===== config.mk =====
export PLATFORM = sky130hd
export DESIGN_NAME = packet_filter_top
export DESIGN_NICKNAME = d
export VERILOG_FILES = /design/src/rtl/pf_pkg.sv /design/src/rtl/snoop_if.sv /design/src/rtl/tag_tree.sv /design/src/rtl/snoop_arb.sv /design/src/rtl/filter_core.sv /design/src/rtl/packet_filter_top.sv
export SDC_FILE = /design/constraint.sdc
export NUM_CORES = 1
export LEC_CHECK = 0
export BUFFER_PORTS_ARGS = -buffer_cell sky130_fd_sc_hd__buf_2
export CAP_MARGIN = 20
export CORE_MARGIN = 2
export CORE_UTILIZATION = 54
export CTS_CLUSTER_SIZE = 14
export DETAILED_ROUTE_END_ITERATION = 16
export PLACE_DENSITY = 0.8
export SKIP_LAST_GASP = 1
export SLEW_MARGIN = 5
export SYNTH_ARGS = -nofsm -noshare
export SYNTH_HDL_FRONTEND = slang
export SYNTH_SLANG_ARGS = --single-unit

===== constraint.sdc =====
create_clock -name clk -period 3.05 [get_ports clk]
set_input_delay 0.4575 -clock clk [delete_from_list [all_inputs] [get_ports clk]]
set_output_delay 0.4575 -clock clk [all_outputs]
set_load 0.02 [all_outputs]

===== src/rtl/pf_pkg.sv =====
`default_nettype none

package pf_pkg;

    // Packet memory word address width
    localparam int ADDR_W = 8;
    // Packet word width
    localparam int DATA_W = 64;
    // Valid bytes of one word, 1 to 8
    localparam int INC_W = 4;
    // Per-packet byte counter
    localparam int CNT_W = 12;
    // Header match key, taken from the top of word 0
    localparam int KEY_W = 16;

    // Filter core FSM
    typedef enum logic [1:0] {
        CORE_IDLE,
        CORE_RECV,
        CORE_DECIDE,
        CORE_REPORT
    } core_state_e;

    // Per-packet decision
    typedef enum logic {
        PF_DROP,
        PF_ACCEPT
    } verdict_e;

    // Verdict word reported by each core
    typedef struct packed {
        verdict_e          verdict;
        logic [CNT_W-1:0]  byte_cnt;
    } verdict_t;

endpackage

`default_nettype wire


===== src/rtl/snoop_if.sv =====
`timescale 1ns/10ps
`default_nettype none

interface snoop_if;

    // Broadcast payload, same on every core
    logic [pf_pkg::ADDR_W-1:0] addr;
    logic [pf_pkg::DATA_W-1:0] wr_data;
    logic [pf_pkg::INC_W-1:0]  byte_inc;

    // Hot strobes, only the selected core sees these
    logic                      wr_en;
    logic                      done;

    // Arbiter side drives everything
    modport arb (
        output addr, wr_data, byte_inc, wr_en, done
    );

    // Core side only listens
    modport core (
        input addr, wr_data, byte_inc, wr_en, done
    );

endinterface

`default_nettype wire


===== src/rtl/tag_tree.sv =====
`timescale 1ns/10ps
`default_nettype none

module tag_tree #(
    parameter int N_CORES = 4,
    parameter int TAG_W   = 2
) (
    input  wire [N_CORES-1:0] rdy_in_i,
    input  wire               ack_i,
    output wire               rdy_o,
    output wire [TAG_W-1:0]   tag_o,
    output wire [N_CORES-1:0] ack_out_o
);

    // Tree is padded out to a full power of two
    localparam int LEAVES = 1 << TAG_W;

    // Heap layout: node k has children 2k+1 and 2k+2, root is node 0
    wire [2*LEAVES-2:0] node_rdy;
    wire [TAG_W-1:0]    node_tag [2*LEAVES-1];

    genvar i, lvl, j;

    // Leaves, padding leaves are never ready
    for (i = 0; i < LEAVES; i++) begin : g_leaf
        if (i < N_CORES) begin : g_real
            assign node_rdy[LEAVES-1+i] = rdy_in_i[i];
        end else begin : g_pad
            assign node_rdy[LEAVES-1+i] = 1'b0;
        end
        assign node_tag[LEAVES-1+i] = TAG_W'(i);
    end

    // One level of pairwise merges per tag bit
    for (lvl = 0; lvl < TAG_W; lvl++) begin : g_level
        for (j = 0; j < (1 << lvl); j++) begin : g_node
            localparam int K = (1 << lvl) - 1 + j;
            // Ready if either half has a free core
            assign node_rdy[K] = node_rdy[2*K+1] | node_rdy[2*K+2];
            // Left side wins, so the lowest index bubbles up
            assign node_tag[K] = node_rdy[2*K+1] ? node_tag[2*K+1] : node_tag[2*K+2];
        end
    end

    assign rdy_o = node_rdy[0];
    assign tag_o = node_tag[0];

    // Only the winning core gets the acknowledge
    for (i = 0; i < N_CORES; i++) begin : g_ack
        assign ack_out_o[i] = ack_i && rdy_o && (tag_o == TAG_W'(i));
    end

    // Never more than one core claimed, and never a busy one
    always_comb begin
        assert ($onehot0(ack_out_o) && ((ack_out_o & ~rdy_in_i) == '0))
            else $error("tag_tree: acknowledge not one-hot or sent to a busy core");
    end

endmodule

`default_nettype wire


===== src/rtl/snoop_arb.sv =====
`timescale 1ns/10ps
`default_nettype none

module snoop_arb #(
    parameter int N_CORES = 4,
    parameter int TAG_W   = 2,
    parameter bit PESS    = 1'b0
) (
    input  wire                      clk,
    input  wire                      rst_n_i,
    // Upstream snooper
    input  wire                      ack_i,
    input  wire [pf_pkg::ADDR_W-1:0] addr_i,
    input  wire [pf_pkg::DATA_W-1:0] wr_data_i,
    input  wire [pf_pkg::INC_W-1:0]  byte_inc_i,
    input  wire                      wr_en_i,
    input  wire                      done_i,
    output wire                      rdy_o,
    // Filter cores
    input  wire [N_CORES-1:0]        core_rdy_i,
    output wire [N_CORES-1:0]        core_ack_o,
    snoop_if.arb                     sn [N_CORES]
);

    wire [TAG_W-1:0]   tag;
    logic [TAG_W-1:0]  tag_q;
    logic              hs_q;
    logic [TAG_W-1:0]  sel;
    logic [TAG_W-1:0]  sel_q;
    logic [N_CORES-1:0] wr_gate;
    logic [N_CORES-1:0] done_gate;

    // Steered signals after the optional delay
    logic [pf_pkg::ADDR_W-1:0] addr_s;
    logic [pf_pkg::DATA_W-1:0] data_s;
    logic [pf_pkg::INC_W-1:0]  inc_s;
    logic [N_CORES-1:0]        wr_s;
    logic [N_CORES-1:0]        done_s;

    // Tag tree sends the acknowledges straight to the cores
    tag_tree #(
        .N_CORES (N_CORES),
        .TAG_W   (TAG_W)
    ) u_tag_tree (
        .rdy_in_i  (core_rdy_i),
        .ack_i     (ack_i),
        .rdy_o     (rdy_o),
        .tag_o     (tag),
        .ack_out_o (core_ack_o)
    );

    // Remember the handshake and its winner for one cycle
    always_ff @(posedge clk or negedge rst_n_i) begin
        if (!rst_n_i) begin
            hs_q  <= 1'b0;
            tag_q <= '0;
            sel_q <= '0;
        end else begin
            hs_q  <= rdy_o && ack_i;
            tag_q <= tag;
            sel_q <= sel;
        end
    end

    // New winner takes over the cycle after the handshake, then holds
    assign sel = hs_q ? tag_q : sel_q;

    // Gate the hot strobes to the selected core
    for (genvar i = 0; i < N_CORES; i++) begin : g_gate
        assign wr_gate[i]   = wr_en_i && (sel == TAG_W'(i));
        assign done_gate[i] = done_i  && (sel == TAG_W'(i));
    end

    if (PESS) begin : g_pess
        // Extra register stage on everything steered
        always_ff @(posedge clk or negedge rst_n_i) begin
            if (!rst_n_i) begin
                wr_s   <= '0;
                done_s <= '0;
            end else begin
                wr_s   <= wr_gate;
                done_s <= done_gate;
            end
        end
        always_ff @(posedge clk) begin
            addr_s <= addr_i;
            data_s <= wr_data_i;
            inc_s  <= byte_inc_i;
        end
    end else begin : g_direct
        assign addr_s = addr_i;
        assign data_s = wr_data_i;
        assign inc_s  = byte_inc_i;
        assign wr_s   = wr_gate;
        assign done_s = done_gate;
    end

    // Payload goes to every core and strobes to one
    for (genvar i = 0; i < N_CORES; i++) begin : g_sn
        assign sn[i].addr     = addr_s;
        assign sn[i].wr_data  = data_s;
        assign sn[i].byte_inc = inc_s;
        assign sn[i].wr_en    = wr_s[i];
        assign sn[i].done     = done_s[i];
    end

    // Source must hold off while no core is free
    a_ack_needs_rdy: assert property (@(posedge clk) disable iff (!rst_n_i)
        ack_i |-> rdy_o);

    // Words land in one core at most and only in a claimed one
    a_wr_onehot: assert property (@(posedge clk) disable iff (!rst_n_i)
        $onehot0(wr_s) && ((wr_s & core_rdy_i) == '0));

endmodule

`default_nettype wire


===== src/rtl/filter_core.sv =====
`timescale 1ns/10ps
`default_nettype none

module filter_core #(
    parameter logic [pf_pkg::KEY_W-1:0] MATCH_KEY = 16'h0800
) (
    input  wire               clk,
    input  wire               rst_n_i,
    snoop_if.core             sn,
    input  wire               ack_i,
    output wire               rdy_o,
    output wire               verdict_valid_o,
    output pf_pkg::verdict_t  verdict_o
);

    pf_pkg::core_state_e state_q;
    pf_pkg::core_state_e state_d;

    logic [pf_pkg::KEY_W-1:0] key_q;
    logic [pf_pkg::CNT_W-1:0] cnt_q;
    pf_pkg::verdict_e         verdict_q;

    // Next-state logic
    always_comb begin
        state_d = state_q;
        case (state_q)
            pf_pkg::CORE_IDLE: begin
                // Claimed by the arbiter
                if (ack_i) begin
                    state_d = pf_pkg::CORE_RECV;
                end
            end
            pf_pkg::CORE_RECV: begin
                // Last word already seen, done closes the packet
                if (sn.done) begin
                    state_d = pf_pkg::CORE_DECIDE;
                end
            end
            pf_pkg::CORE_DECIDE: begin
                state_d = pf_pkg::CORE_REPORT;
            end
            pf_pkg::CORE_REPORT: begin
                // Verdict shown for one cycle only
                state_d = pf_pkg::CORE_IDLE;
            end
            default: begin
                state_d = pf_pkg::CORE_IDLE;
            end
        endcase
    end

    always_ff @(posedge clk or negedge rst_n_i) begin
        if (!rst_n_i) begin
            state_q <= pf_pkg::CORE_IDLE;
        end else begin
            state_q <= state_d;
        end
    end

    // Header key from word 0
    always_ff @(posedge clk) begin
        if (state_q == pf_pkg::CORE_RECV && sn.wr_en && sn.addr == '0) begin
            key_q <= sn.wr_data[pf_pkg::DATA_W-1 -: pf_pkg::KEY_W];
        end
    end

    // Byte count, restarts with each new packet
    always_ff @(posedge clk) begin
        if (state_q == pf_pkg::CORE_IDLE && ack_i) begin
            cnt_q <= '0;
        end else if (state_q == pf_pkg::CORE_RECV && sn.wr_en) begin
            cnt_q <= cnt_q + pf_pkg::CNT_W'(sn.byte_inc);
        end
    end

    // Compare once the whole packet is in
    always_ff @(posedge clk) begin
        if (state_q == pf_pkg::CORE_DECIDE) begin
            if (key_q == MATCH_KEY) begin
                verdict_q <= pf_pkg::PF_ACCEPT;
            end else begin
                verdict_q <= pf_pkg::PF_DROP;
            end
        end
    end

    // Free only when idle
    assign rdy_o = (state_q == pf_pkg::CORE_IDLE);

    assign verdict_valid_o    = (state_q == pf_pkg::CORE_REPORT);
    assign verdict_o.verdict  = verdict_q;
    assign verdict_o.byte_cnt = cnt_q;

    // Steering must not leak strobes to a core that was never claimed
    a_no_strobe_idle: assert property (@(posedge clk) disable iff (!rst_n_i)
        (sn.wr_en || sn.done) |-> (state_q != pf_pkg::CORE_IDLE));

    // Arbiter only acknowledges cores that advertised ready
    a_ack_only_idle: assert property (@(posedge clk) disable iff (!rst_n_i)
        ack_i |-> (state_q == pf_pkg::CORE_IDLE));

endmodule

`default_nettype wire


===== src/rtl/packet_filter_top.sv =====
`timescale 1ns/10ps
`default_nettype none

module packet_filter_top #(
    parameter int                       N_CORES   = 4,
    parameter int                       TAG_W     = 2,
    parameter bit                       PESS      = 1'b0,
    parameter logic [pf_pkg::KEY_W-1:0] MATCH_KEY = 16'h0800
) (
    input  wire                      clk,
    input  wire                      rst_n_i,
    // Upstream snooper handshake
    input  wire                      ack_i,
    output wire                      rdy_o,
    // Packet words and end of packet
    input  wire [pf_pkg::ADDR_W-1:0] addr_i,
    input  wire [pf_pkg::DATA_W-1:0] wr_data_i,
    input  wire [pf_pkg::INC_W-1:0]  byte_inc_i,
    input  wire                      wr_en_i,
    input  wire                      done_i,
    // One verdict port per core
    output wire [N_CORES-1:0]        verdict_valid_o,
    output pf_pkg::verdict_t [N_CORES-1:0] verdict_o
);

    // Per-core ready and acknowledge
    wire [N_CORES-1:0] core_rdy;
    wire [N_CORES-1:0] core_ack;

    // Steered snoop bundle for each core
    snoop_if sn_if [N_CORES] ();

    // Picks a free core and steers the packet to it
    snoop_arb #(
        .N_CORES (N_CORES),
        .TAG_W   (TAG_W),
        .PESS    (PESS)
    ) u_snoop_arb (
        .clk        (clk),
        .rst_n_i    (rst_n_i),
        .ack_i      (ack_i),
        .addr_i     (addr_i),
        .wr_data_i  (wr_data_i),
        .byte_inc_i (byte_inc_i),
        .wr_en_i    (wr_en_i),
        .done_i     (done_i),
        .rdy_o      (rdy_o),
        .core_rdy_i (core_rdy),
        .core_ack_o (core_ack),
        .sn         (sn_if)
    );

    // Parallel filter cores
    for (genvar i = 0; i < N_CORES; i++) begin : g_core
        filter_core #(
            .MATCH_KEY (MATCH_KEY)
        ) u_filter_core (
            .clk             (clk),
            .rst_n_i         (rst_n_i),
            .sn              (sn_if[i]),
            .ack_i           (core_ack[i]),
            .rdy_o           (core_rdy[i]),
            .verdict_valid_o (verdict_valid_o[i]),
            .verdict_o       (verdict_o[i])
        );
    end

endmodule

`default_nettype wire


==> flow_summary_export.csv <==
group,metric,value,unit
logic_synthesis,synth-edff-count,68,
logic_synthesis,netlist_top_cells_count,"edfxtp_1 (68), nor2_1 (54), dfxtp_1 (48)",
logic_synthesis,seq_area_frac_synth,0.578,
critical_path,arrival,2.02,ns
drt,wl_per_cell,16.3,um
layout,final_nets,668,
cts,h-tree-depth,4,
logic_synthesis,synthArstFlopShare,0.101,
die,ios,138,
critical_path,startpoint_type,"flop",
critical_path,path_class,"reg2out",
cts,cts_tree,"built",
cts,post_cts_buffers,0,
critical_path,crit_fanout,6,
sta,maxSlewViolCount,0,
cts,post_cts_resized,0,
drt,drt-pass1-iter-count,4,
logic_synthesis,synth_fp_nets,568,
pwr,p_leak,2.91,nW
grt,grt_max_degree,17,
cts,cts_buffers,17,
die,core_area,10300,um^2
layout,num_antenna_cells,0,
layout,finalInstanceArea,6920,um^2
critical_path,critical_path_required,2.59,ns
die,rows,37,
sta,setup_violations,0,
logic_synthesis,yosysUniqueCellTypes,44,
cts,clock_path_buffers,2,
die,die_w,107,um
die,die-area,11500,um^2
sta,fin_skew,0.00522,ns
cts,clk_pin_slew,0.06,ns
grt,grt_pass1_wl,18.3,mm
sta,max_slew_margin,0.552,
sta,final_hold_viol_count,0,
grt,grt_use_total,0.211,
worst_hold_path,hold_class,"in2reg",
pwr,p_total,5.93,mW
place,dp.cells,666,
place,dp_hpwl,7.94,mm
layout,areaGrowthSynthToFinish,20.1,%
logic_synthesis,synth_area_per_cell,12.8,um^2
logic_synthesis,yosysWarningCount,0,
logic_synthesis,synth_most_common_cell,"edfxtp_1",
place,gp_congestion,0.821,
sta,clock.fmax,404,MHz
drt,drt-vias-per-instance,5.44,
cts,cts_sinks,129,
logic_synthesis,postSynthCellCount,450,
drt,drtAntennaViolNets,0,
pwr,p_per_area,856,nW/um^2
drt,drt_iter0_drc,215,
drt,drc_errors,0,
grt,antenna_found_initial,0,
run_status,status,"completed",
logic_synthesis,syn_area,5760,um^2
logic_synthesis,synth_area_leader_cell,"edfxtp_1",
die,start_util,0.558,
sta,rsz0062_at_grt,"no",
critical_path,critical_path.endpoint_type,"output pin",
layout,multi_input_area,2250,um^2
logic_synthesis,synth-seq-cells,129,
sta,worst_slack,0.577,ns
layout,final_cells,699,
sta,max_slew.worst_pin.slew,0.672,ns
cts,cts_hold_buffers,1,
sta,setup_tns,0,ns
place,placed_cell_area,6320,um^2
layout,fin_util,0.670,
layout,fillCellCount,712,
sta,whs,0.163,ns
die,die_h,107,um
sta,post-route-min-period,2.47,ns
grt,grt_pass1_vias,3802,
critical_path,crit_chain,"inv_1 -> ha_1 -> or4_1 -> buf_2",
critical_path,slowest_delay,0.56,ns
job,drv_cap,0,
critical_path,cpLargestDelayFamily,"simple AND/OR/NAND/NOR gates",
cts,clock-root-buffer,"clkbuf_8",
critical_path,critPathBufInv,2,
logic_synthesis,synth_top_area_frac,0.355,
logic_synthesis,ys.flop_type,"edfxtp_1",
layout,seqCellArea,3330,um^2
cts,clkLatencyLatePin,0.51,ns
grt,overflow,0,
drt,drt_wl_total,11.4,mm
logic_synthesis,synth_area_leaders,"edfxtp_1 (35%), dfxtp_1 (17%), ha_1 (7.2%), dfrtp_1 (5.6%), xnor2_1 (4.7%)",
place,dpl_worst_slack,0.689,ns
critical_path,slowest_stage,"or4_1",
place,portBuffers,89,
layout,drive_above_1_share,0.266,
sta,period_share,0.811,
drt,vias,3803,
pwr,irDropWorstVdd,0.000516,V
## worst paths after layout
check	cells past startpoint	slack (ns)	startpoint	endpoint
worst max-delay path	4	0.58	g_core[2].u_filter_core.state_q[0]	rdy_o
worst min-delay path	1	0.16	wr_data_i[51]	g_core[2].u_filter_core.key_q[3]
worst max register to register	7	0.80	g_core[1].u_filter_core.state_q[0]	g_core[3].u_filter_core.state_q[1]
worst min register to register	2	0.52	g_core[1].u_filter_core.cnt_q[5]	g_core[1].u_filter_core.cnt_q[5]
max in group asynchronous	2	2.46	rst_n_i	u_snoop_arb.tag_q[1]
min in group asynchronous	2	0.36	rst_n_i	g_core[0].u_filter_core.state_q[1]
## placed cells by master (no fill, tap or decap), types with 6 or more instances in the layout
cell / Yosys / routed
buf_2: 1 / 89
edfxtp_1: 68 / 68
nor2_1: 54 / 54
dfxtp_1: 48 / 48
ha_1: 33 / 33
xnor2_1: 31 / 31
a21oi_1: 25 / 25
inv_1: 17 / 17
clkbuf_16: 0 / 16
nor4_1: 14 / 14
dfrtp_1: 13 / 13
nand2_1: 11 / 11
mux2i_1: 11 / 11
o21ai_0: 10 / 10
and4_1: 8 / 8
inv_6: 2 / 7
a21o_1: 7 / 7
a211oi_1: 7 / 7
nor4b_1: 6 / 6
o21a_1: 6 / 6
nor3b_1: 6 / 6
nor3_1: 6 / 6
buf_4: 8 / 6
## layout make-up
class / count / share of cell area
timing repair buffer: 96 / 0.0723
multi-input combinational: 287 / 0.326
tap: 136 / 0.0246
sequential: 129 / 0.481
clock inverter: 15 / 0.0248
inverter: 19 / 0.0118
clock buffer: 17 / 0.0599
## logic make-up after synthesis
family | count (synthesis) | synth area share
and+or+nand+nor | 141 | 0.158
DFF | 129 | 0.578
muxes | 16 | 0.0328
adders and majority gates | 37 | 0.0856
xor gates and xnor gates | 31 | 0.0472
buffers and inverters | 34 | 0.0309
AOI/OAI and AO/OA | 62 | 0.0674
## report_power, final
part / switching (mW) / leakage [nW] / internal [mW]
clock: 0.803 / 0.287 / 1.19
sequential: 0.181 / 1.16 / 2.04
combinational: 1.06 / 1.46 / 0.651
## state kept, by name, summed over array words and instances, names as in the netlist
name / count
g_core.u_filter_core.cnt_q: 48
g_core.u_filter_core.key_q: 64
g_core.u_filter_core.state_q: 8
g_core.u_filter_core.verdict_q: 4
u_snoop_arb.hs_q: 1
u_snoop_arb.sel_q: 2
u_snoop_arb.tag_q: 2
## per-layer routing
layer	part of all wire	routed length, um	track usage	vias to the layer above
met5	0	0	0	-
met1	0.42	4760	0.253	1821
met4	0.032	359	0.112	0
li1	-	-	-	1845
met3	0.055	621	0.0575	28
met2	0.50	5630	0.348	109
## worst reg2reg max path: cells and delay by family (launching register included)
| kind | cells | cell delay (ns) |
|---|---|---|
| AO/OA/AOI/OAI | 1 | 0.23 |
| adder cells (fa/ha/maj) | 1 | 0.24 |
| buffers and inverters | 2 | 0.17 |
| AND/OR/NAND/NOR | 2 | 0.75 |
| multiplexers | 1 | 0.36 |
| flip-flops | 1 | 0.40 |
Power figures use the tool's default switching activity.
